### src/rtl/mini_pkg.sv
`default_nettype none

package mini_pkg;

  // Datapath width
  localparam int unsigned XLEN = 32;

  // Width of the tracer cycle counter
  localparam int unsigned CycleW = 32;

  // Seven legal opcodes, every other code traps
  typedef enum logic [3:0] {
    OP_ADD  = 4'h0,
    OP_SUB  = 4'h1,
    OP_AND  = 4'h2,
    OP_XOR  = 4'h3,
    OP_ADDI = 4'h4,
    OP_BEQ  = 4'h5,
    OP_HALT = 4'hF
  } opcode_e;

  // Instruction word, opcode in the top nibble
  typedef struct packed {
    opcode_e     opcode;
    logic [2:0]  rd;
    logic [2:0]  rs1;
    logic [2:0]  rs2;
    logic [2:0]  rsvd;
    logic [15:0] imm;
  } instr_t;

  // One record per retired instruction
  typedef struct packed {
    logic [31:0]     order;
    logic [31:0]     insn;
    logic [XLEN-1:0] pc_rdata;
    logic [XLEN-1:0] pc_wdata;
    // Both zero when no register is written
    logic [2:0]      rd_addr;
    logic [XLEN-1:0] rd_wdata;
    logic            trap;
    logic            halt;
  } retire_rec_t;

  // Retirement record stamped by the tracer
  typedef struct packed {
    logic [CycleW-1:0] cycle;
    retire_rec_t       rec;
  } trace_rec_t;

endpackage

`default_nettype wire

### src/rtl/mini_core.sv
`timescale 1ns/1ns
`default_nettype none

module mini_core (
  input  logic                  clk_i,
  input  logic                  rst_i,
  input  logic [31:0]           boot_addr_i,

  // Instruction memory interface
  output logic                  instr_req_o,
  output logic [31:0]           instr_addr_o,
  input  logic                  instr_gnt_i,
  input  logic                  instr_rvalid_i,
  input  logic [31:0]           instr_rdata_i,
  input  logic                  instr_err_i,

  // Retirement port
  output logic                  retire_valid_o,
  output mini_pkg::retire_rec_t retire_rec_o,
  input  logic                  retire_ready_i,

  output logic                  core_sleep_o
);

  localparam int unsigned XLEN = mini_pkg::XLEN;

  logic            fetch_valid;
  logic [31:0]     fetch_insn;
  logic [XLEN-1:0] fetch_pc;
  logic            fetch_err;
  logic            fetch_take;
  logic [XLEN-1:0] next_pc;

  mini_pkg::instr_t insn;
  logic [XLEN-1:0]  rdata_a;
  logic [XLEN-1:0]  rdata_b;
  logic [XLEN-1:0]  imm_sext;
  logic [XLEN-1:0]  pc_plus4;
  logic [XLEN-1:0]  result;
  logic             rd_we;
  logic             wr_en;
  logic             trap;
  logic             halt;
  logic             retire;

  logic [31:0]      order_q;
  logic             sleep_q;

  mini_fetch u_fetch (
    .clk_i,
    .rst_i,
    .boot_addr_i,
    .instr_req_o,
    .instr_addr_o,
    .instr_gnt_i,
    .instr_rvalid_i,
    .instr_rdata_i,
    .instr_err_i,
    .fetch_valid_o (fetch_valid),
    .fetch_insn_o  (fetch_insn),
    .fetch_pc_o    (fetch_pc),
    .fetch_err_o   (fetch_err),
    .fetch_take_i  (fetch_take),
    .next_pc_i     (next_pc),
    .halt_i        (halt)
  );

  assign insn     = mini_pkg::instr_t'(fetch_insn);
  assign imm_sext = {{(XLEN - 16){insn.imm[15]}}, insn.imm};
  assign pc_plus4 = fetch_pc + XLEN'(4);

  mini_regfile u_regfile (
    .clk_i,
    .rst_i,
    .raddr_a_i (insn.rs1),
    .raddr_b_i (insn.rs2),
    .rdata_a_o (rdata_a),
    .rdata_b_o (rdata_b),
    .we_i      (retire && wr_en),
    .waddr_i   (insn.rd),
    .wdata_i   (result)
  );

  // Decode and execute
  always_comb begin
    rd_we   = 1'b0;
    result  = '0;
    next_pc = pc_plus4;
    trap    = 1'b0;
    halt    = 1'b0;
    case (insn.opcode)
      mini_pkg::OP_ADD: begin
        rd_we  = 1'b1;
        result = rdata_a + rdata_b;
      end
      mini_pkg::OP_SUB: begin
        rd_we  = 1'b1;
        result = rdata_a - rdata_b;
      end
      mini_pkg::OP_AND: begin
        rd_we  = 1'b1;
        result = rdata_a & rdata_b;
      end
      mini_pkg::OP_XOR: begin
        rd_we  = 1'b1;
        result = rdata_a ^ rdata_b;
      end
      mini_pkg::OP_ADDI: begin
        rd_we  = 1'b1;
        result = rdata_a + imm_sext;
      end
      mini_pkg::OP_BEQ: begin
        // Offset counts words
        if (rdata_a == rdata_b) begin
          next_pc = fetch_pc + {imm_sext[XLEN-3:0], 2'b00};
        end
      end
      mini_pkg::OP_HALT: begin
        halt    = 1'b1;
        next_pc = fetch_pc;
      end
      default: trap = 1'b1;
    endcase
    // A bus error overrides whatever the word decoded to
    if (fetch_err) begin
      rd_we   = 1'b0;
      halt    = 1'b0;
      trap    = 1'b1;
      next_pc = pc_plus4;
    end
  end

  assign wr_en      = rd_we && (insn.rd != 3'd0);
  assign retire     = fetch_valid && retire_ready_i;
  assign fetch_take = retire;

  always_ff @(posedge clk_i) begin
    if (rst_i) begin
      order_q <= '0;
      sleep_q <= 1'b0;
    end else if (retire) begin
      order_q <= order_q + 32'd1;
      if (halt) sleep_q <= 1'b1;
    end
  end

  assign retire_valid_o = fetch_valid;

  always_comb begin
    retire_rec_o.order    = order_q;
    retire_rec_o.insn     = fetch_insn;
    retire_rec_o.pc_rdata = fetch_pc;
    retire_rec_o.pc_wdata = next_pc;
    retire_rec_o.rd_addr  = wr_en ? insn.rd : 3'd0;
    retire_rec_o.rd_wdata = wr_en ? result : '0;
    retire_rec_o.trap     = trap;
    retire_rec_o.halt     = halt;
  end

  assign core_sleep_o = sleep_q;

  // Fetch must stay quiet once the core sleeps
  no_retire_asleep: assert property (@(posedge clk_i) disable iff (rst_i)
    core_sleep_o |-> !retire_valid_o && !instr_req_o);

endmodule

`default_nettype wire

### src/rtl/mini_fetch.sv
`timescale 1ns/1ns
`default_nettype none

module mini_fetch (
  input  logic                      clk_i,
  input  logic                      rst_i,
  input  logic [31:0]               boot_addr_i,

  // Instruction memory side
  output logic                      instr_req_o,
  output logic [31:0]               instr_addr_o,
  input  logic                      instr_gnt_i,
  input  logic                      instr_rvalid_i,
  input  logic [31:0]               instr_rdata_i,
  input  logic                      instr_err_i,

  // Core side
  output logic                      fetch_valid_o,
  output logic [31:0]               fetch_insn_o,
  output logic [mini_pkg::XLEN-1:0] fetch_pc_o,
  output logic                      fetch_err_o,
  input  logic                      fetch_take_i,
  input  logic [mini_pkg::XLEN-1:0] next_pc_i,
  input  logic                      halt_i
);

  typedef enum logic [1:0] {
    FE_IDLE,
    FE_REQ,
    FE_WAIT,
    FE_HOLD
  } fe_state_e;

  fe_state_e                 state_q;
  logic [mini_pkg::XLEN-1:0] pc_q;
  logic                      halted_q;
  logic [31:0]               insn_q;
  logic                      err_q;

  always_ff @(posedge clk_i) begin
    if (rst_i) begin
      state_q  <= FE_IDLE;
      pc_q     <= boot_addr_i;
      halted_q <= 1'b0;
    end else begin
      case (state_q)
        // Idle only between reset and the first request, or after a halt
        FE_IDLE: if (!halted_q) state_q <= FE_REQ;
        FE_REQ:  if (instr_gnt_i) state_q <= FE_WAIT;
        FE_WAIT: if (instr_rvalid_i) state_q <= FE_HOLD;
        FE_HOLD: begin
          if (fetch_take_i) begin
            if (halt_i) begin
              halted_q <= 1'b1;
              state_q  <= FE_IDLE;
            end else begin
              pc_q    <= next_pc_i;
              state_q <= FE_REQ;
            end
          end
        end
        default: state_q <= FE_IDLE;
      endcase
    end
  end

  // Response capture
  always_ff @(posedge clk_i) begin
    if (state_q == FE_WAIT && instr_rvalid_i) begin
      insn_q <= instr_rdata_i;
      err_q  <= instr_err_i;
    end
  end

  assign instr_req_o   = (state_q == FE_REQ);
  assign instr_addr_o  = pc_q;
  assign fetch_valid_o = (state_q == FE_HOLD);
  assign fetch_insn_o  = insn_q;
  assign fetch_pc_o    = pc_q;
  assign fetch_err_o   = err_q;

  // Request address must not move before the grant
  req_addr_stable: assert property (@(posedge clk_i) disable iff (rst_i)
    instr_req_o && !instr_gnt_i |=> instr_req_o && $stable(instr_addr_o));

endmodule

`default_nettype wire

### src/rtl/mini_regfile.sv
`timescale 1ns/1ns
`default_nettype none

module mini_regfile (
  input  logic                      clk_i,
  input  logic                      rst_i,
  input  logic [2:0]                raddr_a_i,
  input  logic [2:0]                raddr_b_i,
  output logic [mini_pkg::XLEN-1:0] rdata_a_o,
  output logic [mini_pkg::XLEN-1:0] rdata_b_o,
  input  logic                      we_i,
  input  logic [2:0]                waddr_i,
  input  logic [mini_pkg::XLEN-1:0] wdata_i
);

  // Entry 0 exists but is never written
  logic [mini_pkg::XLEN-1:0] regs_q [8];

  always_ff @(posedge clk_i) begin
    if (rst_i) begin
      for (int i = 0; i < 8; i++) begin
        regs_q[i] <= '0;
      end
    end else if (we_i && waddr_i != 3'd0) begin
      regs_q[waddr_i] <= wdata_i;
    end
  end

  assign rdata_a_o = (raddr_a_i == 3'd0) ? '0 : regs_q[raddr_a_i];
  assign rdata_b_o = (raddr_b_i == 3'd0) ? '0 : regs_q[raddr_b_i];

endmodule

`default_nettype wire

### src/rtl/mini_top_tracing.sv
`timescale 1ns/1ns
`default_nettype none

module mini_top_tracing #(
  parameter int unsigned TraceDepth = 4
) (
  input  logic                 clk_i,
  input  logic                 rst_i,
  input  logic [31:0]          boot_addr_i,

  // Instruction memory interface
  output logic                 instr_req_o,
  output logic [31:0]          instr_addr_o,
  input  logic                 instr_gnt_i,
  input  logic                 instr_rvalid_i,
  input  logic [31:0]          instr_rdata_i,
  input  logic                 instr_err_i,

  // Trace stream
  output logic                 trace_valid_o,
  output mini_pkg::trace_rec_t trace_rec_o,
  input  logic                 trace_ready_i,

  output logic                 core_sleep_o
);

  logic                  retire_valid;
  logic                  retire_ready;
  mini_pkg::retire_rec_t retire_rec;

  mini_core u_mini_core (
    .clk_i,
    .rst_i,
    .boot_addr_i,
    .instr_req_o,
    .instr_addr_o,
    .instr_gnt_i,
    .instr_rvalid_i,
    .instr_rdata_i,
    .instr_err_i,
    .retire_valid_o (retire_valid),
    .retire_rec_o   (retire_rec),
    .retire_ready_i (retire_ready),
    .core_sleep_o
  );

  mini_tracer #(
    .TraceDepth (TraceDepth)
  ) u_mini_tracer (
    .clk_i,
    .rst_i,
    .retire_valid_i (retire_valid),
    .retire_rec_i   (retire_rec),
    .retire_ready_o (retire_ready),
    .trace_valid_o,
    .trace_rec_o,
    .trace_ready_i
  );

endmodule

`default_nettype wire

### src/rtl/mini_tracer.sv
`timescale 1ns/1ns
`default_nettype none

module mini_tracer #(
  parameter int unsigned TraceDepth = 4
) (
  input  logic                  clk_i,
  input  logic                  rst_i,

  input  logic                  retire_valid_i,
  input  mini_pkg::retire_rec_t retire_rec_i,
  output logic                  retire_ready_o,

  output logic                  trace_valid_o,
  output mini_pkg::trace_rec_t  trace_rec_o,
  input  logic                  trace_ready_i
);

  localparam int unsigned PtrW = $clog2(TraceDepth);

  logic [mini_pkg::CycleW-1:0] cycle_q;

  mini_pkg::trace_rec_t fifo_q [TraceDepth];

  // Extra top bit tells full from empty
  logic [PtrW:0] wr_ptr_q;
  logic [PtrW:0] rd_ptr_q;
  logic [PtrW:0] level;
  logic          full;
  logic          empty;
  logic          push;
  logic          pop;

  always_ff @(posedge clk_i) begin
    if (rst_i) begin
      cycle_q <= '0;
    end else begin
      cycle_q <= cycle_q + 1'b1;
    end
  end

  assign empty = (wr_ptr_q == rd_ptr_q);
  assign full  = (wr_ptr_q[PtrW] != rd_ptr_q[PtrW]) &&
                 (wr_ptr_q[PtrW-1:0] == rd_ptr_q[PtrW-1:0]);
  assign level = wr_ptr_q - rd_ptr_q;

  assign pop            = trace_valid_o && trace_ready_i;
  assign retire_ready_o = !full || pop;
  assign push           = retire_valid_i && retire_ready_o;

  always_ff @(posedge clk_i) begin
    if (rst_i) begin
      wr_ptr_q <= '0;
      rd_ptr_q <= '0;
    end else begin
      if (push) wr_ptr_q <= wr_ptr_q + 1'b1;
      if (pop)  rd_ptr_q <= rd_ptr_q + 1'b1;
    end
  end

  // Stamp with the cycle of acceptance
  always_ff @(posedge clk_i) begin
    if (push) begin
      fifo_q[wr_ptr_q[PtrW-1:0]].cycle <= cycle_q;
      fifo_q[wr_ptr_q[PtrW-1:0]].rec   <= retire_rec_i;
    end
  end

  assign trace_valid_o = !empty;
  assign trace_rec_o   = fifo_q[rd_ptr_q[PtrW-1:0]];

  // Occupancy never grows past the depth
  fifo_level_ok: assert property (@(posedge clk_i) disable iff (rst_i)
    level <= TraceDepth);

  // Core keeps a refused record unchanged
  held_rec_stable: assert property (@(posedge clk_i) disable iff (rst_i)
    retire_valid_i && !retire_ready_o |=> retire_valid_i && $stable(retire_rec_i));

endmodule

`default_nettype wire

### config.mk
export PLATFORM = sky130hd
export DESIGN_NAME = mini_top_tracing
export DESIGN_NICKNAME = d
export VERILOG_FILES = /design/src/rtl/mini_pkg.sv /design/src/rtl/mini_core.sv /design/src/rtl/mini_fetch.sv /design/src/rtl/mini_regfile.sv /design/src/rtl/mini_top_tracing.sv /design/src/rtl/mini_tracer.sv
export SDC_FILE = /design/constraint.sdc
export NUM_CORES = 2
export LEC_CHECK = 0
export BUFFER_PORTS_ARGS = -buffer_cell sky130_fd_sc_hd__buf_2
export CAP_MARGIN = 40
export CORE_AREA = 8 8 280 418
export CTS_CLUSTER_DIAMETER = 80
export CTS_CLUSTER_SIZE = 8
export DETAILED_ROUTE_END_ITERATION = 8
export DIE_AREA = 0 0 288 426
export PLACE_DENSITY_LB_ADDON = 0.12
export SLEW_MARGIN = 20
export SYNTH_ARGS = -nofsm -noshare
export SYNTH_HDL_FRONTEND = slang
export SYNTH_SLANG_ARGS = --single-unit
### constraint.sdc
create_clock -name clk_i -period 6.2 [get_ports clk_i]
set_input_delay 0.62 -clock clk_i [delete_from_list [all_inputs] [get_ports clk_i]]
set_output_delay 0.62 -clock clk_i [all_outputs]
set_load 0.03 [all_outputs]
==> Word level (Yosys, flattened, before mapping) <==
Memory sizes are Yosys's and may differ from the RTL's. A register that Yosys moved wholly into a read port is not among the register bits.
Cells that the tools add are included.
{ "totals": {"register_bits": 139, "latchBits": 0, "mem_bits_rw": 1044, "mem_bits_ro": 0, "output_inout_bits": 232, "memories": 2} }
{ "op_classes": {"add_sub_neg": 9, "mul": 0, "n_div": 0, "n_lt_le_gt_ge": 0, "eq_ne": 18, "n_shift": 0, "n_mux": 38, "n_bitwise": 2, "n_reduce_logical": 24} }
{ "mem_list": {"columns": ["name", "depth", "width", "read_ports", "rd_clocked_by_memory_dff", "wr", "line_no", "rtl"], "rows": [
  ["u_mini_tracer.fifo_q", 4, 197, 1, 1, 1, "mini_tracer.sv:23", "mini_pkg::trace_rec_t fifo_q [TraceDepth];"],
  ["u_mini_core.u_regfile.regs_q", 8, 32, 2, 2, 8, "mini_regfile.sv:17", "logic [mini_pkg::XLEN-1:0] regs_q [8];"]
]} }
{ "ops": {"columns": ["cell", "n"], "rows": [
  ["32-bit two-way mux", 10],
  ["32-bit case mux with 5 select lines", 1],
  ["32-bit adder", 3],
  ["32-bit by 1-bit adder with 32-bit output, second input constant", 2],
  ["32-bit case mux with 2 select lines", 1],
  ["32-bit by 3-bit adder with 32-bit output, second input constant", 1],
  ["32-bit AND", 1],
  ["32-bit == test", 1],
  ["32-bit OR reduction", 1],
  ["32-bit subtractor", 1],
  ["32-bit bitwise XOR", 1],
  ["1-bit two-way mux", 15],
  ["2-bit two-way mux", 6],
  ["3-bit two-way mux", 4],
  ["4-bit by 2-bit == test with 1-bit output, second input constant", 2],
  ["4-bit by 3-bit == test with 1-bit output, second input constant", 2],
  ["2-bit != test, second input constant", 4],
  ["2-bit case mux with 4 select lines", 1],
  ["1-bit logical AND", 7],
  ["7-bit OR reduction", 1],
  ["3-bit by 1-bit adder with 3-bit output, second input constant", 2],
  ["3-bit zero test", 2],
  ["3-bit AND reduction", 2],
  ["5-bit OR reduction", 1],
  ["16 further kinds", 19]
]} }

==> Logic depth before layout (Yosys ltp) <==
{ "logic_depth": {"word_depth": 12, "depth_mapped": 23} }

==> Cells and area by module <==
A second synthesis with hierarchy kept.
{ "unflattened": {"hier_cells": 3632, "hier_area_um2": 54942.7} }
{ "by_module_without_submodules": {"columns": ["module", "instances", "cells_each", "area_per_inst_um2", "seq_area_each_um2"], "rows": [
  ["mini_tracer", 1, 1242, 30190.2, 24463.5],
  ["mini_regfile", 1, 880, 12643.4, 6726.5],
  ["mini_core", 1, 1350, 9286.4, 660.6],
  ["mini_fetch", 1, 160, 2822.7, 2011.9]
]} }

==> Worst setup path before layout <==
OpenSTA, ideal clock, no wires.
{ "synth_path": {"path_kind": "in2reg", "from": "in trace_ready_i", "to": "mem u_mini_tracer.fifo_q[1][0] in the netlist's numbering (enable)", "setup_time_ns": 0.579, "t_arrival_ns": 5.808, "required_time_ns": 5.621, "setup_slack_ns": -0.187, "stages": 5, "path_buffers": 2, "path_cell_list": "nor3_1 > nor2b_1 > clkbuf_1 > clkbuf_1 > and2_1"} }
{ "synth_via": {"elab_chain_len": 5} }
{ "synth_rtl": {"columns": ["item", "line_no", "rtl"], "rows": [
  ["from (decl)", "mini_top_tracing.sv:22", "input logic trace_ready_i,"],
  ["1-bit logical AND", "mini_tracer.sv:47", "assign pop = trace_valid_o && trace_ready_i;"],
  ["1-bit logical OR", "mini_tracer.sv:48", "assign retire_ready_o = !full || pop;"],
  ["1-bit logical AND", "mini_tracer.sv:49", "assign push = retire_valid_i && retire_ready_o;"],
  ["1-bit two-way mux", "mini_tracer.sv:63", "if (push) begin"],
  ["1-bit two-way mux (not written as such)", "mini_tracer.sv:65", "fifo_q[wr_ptr_q[PtrW-1:0]].rec <= retire_rec_i;"],
  ["to (decl)", "mini_tracer.sv:23", null]
]} }
No other way between the ends.

==> flow_metrics.py <==
metrics = {
    "run_status": {
        "outcome": "finished clean",
    },
    "cts": {
        "cts_buffers": 168,
        "ctsResizeCount": 0,
        "cts_max_level": 4,
        "clk_pin_slew_ps": 50,
        "root_buffer": "clkbuf_16",
        "clockBufferDepth": 3,
        "clkLatencyLatePin_ps": 800,
        "cts_tree": "done",
        "numClockSinks": 1183,
    },
    "timing": {
        "relSlewSlack": 0.398,
        "fmax_mhz": 174,
        "slew_violations": 0,
        "finClkSkew_ps": 41.2,
        "setup_tns_ps": 0,
        "rsz0062_at_grt": "false",
        "hold_viol": 0,
        "worst_slew_pin_slew_ps": 903,
        "setup_viol": 0,
        "fin_crit_sh": 0.925,
        "fin_crit_ps": 5740,
    },
    "floorplanning": {
        "io_pins": 302,
        "die_w_um": 288,
        "die_area_um2": 123000,
        "die_h_um": 426,
        "start_util": 0.497,
        "core_area_um2": 111000,
        "row_count": 150,
    },
    "cells_and_area": {
        "n_fill_cell": 8748,
        "fin_util": 0.576,
        "drive_gt1_frac": 0.255,
        "finalInstanceArea_um2": 63800,
        "layout.nets": 4257,
        "area.growth.synth_to_final_pct": 15.8,
    },
    "place": {
        "hpwl_mm": 96.9,
        "port_buffers": 301,
        "place_area_um2": 58600,
        "place_congestion": 0.937,
    },
    "pwr": {
        "power_density_nw_per_um2": 394,
        "p_leak_nw": 22.4,
        "combPwrFrac": 0.288,
        "intPower_mw": 17.0,
        "power_frac_seq": 0.381,
        "vdd_ir_drop_max_mv": 0.248,
        "p_clk_frac": 0.332,
        "switching_share": 0.324,
        "power.switching_mw": 8.15,
        "p_total_mw": 25.1,
    },
    "synth": {
        "synth_common_cells": "1101 x edfxtp_1, 453 x nor2_1, 306 x mux4_2",
        "yosysSeqAreaShare": 0.630,
        "synth_edf_count": 1101,
        "synthTopCellsByArea": "edfxtp_1 60%, mux4_2 13%, nor2_1 3.1%",
        "ys.warnings.count": 0,
        "yosysMostFrequentCell": "edfxtp_1",
        "syn_inst": 3634,
        "syn-cell-area_um2": 55000,
        "avgSynthCellArea_um2": 15.1,
        "synthArstFlopShare": 0,
        "synth_ff_type": "edfxtp_1",
        "netlist-cell-type-count": 99,
        "ys_ff_latch": 1183,
        "synth_top_area_cell": "edfxtp_1",
        "synth.top_cell.area_share": 0.601,
    },
    "drt": {
        "dr.pass1.iters": 6,
        "antenna_left": 0,
        "vias_per_cell": 5.98,
        "drt-total-wl_mm": 146,
        "drt_drc_violations_left": 0,
        "drt_iter0_markers": 2456,
        "vias": 33300,
        "routedWlPerCell_um": 26.1,
    },
    "flow_run": {
        "cap_violations": 0,
    },
    "grt": {
        "grt_pass1_wl_mm": 216,
        "grt_antenna_before_repair": 4,
        "gr-total-overflow": 0,
        "grt_max_degree": 130,
        "first_global_vias": 34400,
        "grt_usage": 0.236,
    },
    "worst_setup_path": {
        "critPathLaunchType": "flip-flop",
        "critPathArrivalTime_ps": 6220,
        "required_ps": 6680,
        "crit_type": "reg2reg",
        "crit_path_end_kind": "flip-flop",
        "crit_fanout": 24,
    },
    "hold_path": {
        "min_path_type": "in2reg",
    },
}
[power by group through the flow]
stage	Combinational, mW	Sequential (mW)	Clock [mW]
after floorplan	5.23	9.52	0
after global placement	7.12	9.74	0
after detailed placement	7.18	9.72	0
after CTS	7.23	9.57	8.51
after global routing	7.75	9.61	8.81
final	7.23	9.57	8.34
[final cells by class]
| class | count | area, um2 | share of cell area |
|---|---|---|---|
| Timing Repair Buffer | 450 | 2960 | 0.0464 |
| Sequential cell | 1183 | 34700 | 0.545 |
| Clock buffer | 223 | 4460 | 0.0700 |
| Clock inverter | 16 | 334 | 0.00524 |
| Antenna cell | 4 | 10.0 | 0.000157 |
| Inverter | 82 | 308 | 0.00483 |
| Tap cell | 1444 | 1810 | 0.0283 |
| Multi-Input combinational cell | 2172 | 19100 | 0.300 |
[cells in the final DEF (no fill, tap or decap), types with 15 or more instances in the layout]
cell type	n
dfxtp_1	74
nor2_1	453
xnor2_1	64
inv_1	81
clkbuf_1	52
a22oi_1	15
a21o_1	57
xor2_1	81
nand2_1	132
buf_2	302
nor3_1	30
or2_2	28
mux4_2	306
nand2b_1	15
ha_1	129
conb_1	32
o21ai_0	126
mux2i_1	85
clkbuf_16	170
mux2_2	43
nand3_1	69
edfxtp_1	1101
and2_1	22
or3_1	23
buf_4	96
nand4_1	20
nor2b_1	17
and3_1	39
a21oi_1	122
dlygate4sd3_1	30
o21bai_1	27
[final timing paths]
kind / startpoint / cells after the start / slack [ps] / end
worst min register to register: u_mini_core.core_sleep_o / 2 / 480 / u_mini_core.core_sleep_o
worst max-delay path: flip-flop / 15 / 460 / u_mini_tracer.fifo_q[2][32]
worst min-delay path: instr_rdata_i[5] / 1 / 60 / u_mini_core.u_fetch.fetch_insn_o[5]
worst max register to register: flip-flop / 15 / 460 / u_mini_tracer.fifo_q[2][32]
[logic make-up after synthesis]
group / count (synthesis) / share of synthesized area
multiplexers: 441 / 0.151
other: 1 / 0.0000681
flip-flops: 1183 / 0.630
adder cells (fa/ha/maj): 133 / 0.0303
AND/OR/NAND/NOR: 915 / 0.0770
AO/OA/AOI/OAI: 502 / 0.0616
buffers and inverters: 310 / 0.0250
XOR/XNOR: 149 / 0.0243
[registers in the layout, indices dropped and copies added, names as in the netlist, 3 cells and up, named ones only]
signal and count:
u_mini_tracer.fifo_q 780, u_mini_core.u_regfile.regs_q 256, u_mini_core.order_q 32, u_mini_core.u_fetch.fetch_insn_o 32
u_mini_core.u_fetch.fetch_pc_o 32, u_mini_tracer.cycle_q 32, u_mini_tracer.rd_ptr_q 3, u_mini_tracer.wr_ptr_q 3
[metal layers]
layer	vias to the layer above	part of all wire	global-route usage
li1	14900	-	-
met4	0	0.039	0.104
met5	-	0	0
met2	1060	0.52	0.421
met1	17100	0.38	0.279
met3	303	0.058	0.0390
[per-stage QoR]
step | cells | hold WS (ps) | setup slack [ps]
global route | 5572 | 24.2 | 150
detailed placement | 5298 | 463 | 498
global placement | 5288 | 449 | 567
floorplan | 3665 | 437 | 91.5
CTS | 5567 | 10.0 | 472
finish | 5574 | 64.6 | 464
[worst max-delay path, stage by stage (launching register included)]
cell and delay [ps]:
dfxtp_4 640, buf_4 450, mux4_2 550, mux2i_1 390
nor2_1 90, ha_1 410, a21oi_1 230, o21ai_0 110
a311oi_1 300, a21oi_1 220, a221oi_1 690, o211ai_1 260
a31oi_1 260, xor2_1 130, a211oi_4 510, nor2_1 150
[repair_timing]
item                                    CTS  global route
endpoints found under the setup margin    0             0
buffers inserted                          0             0
hold buffers                             30             0
endpoints found under the hold margin    30             0
Power figures use the tool's default switching activity.
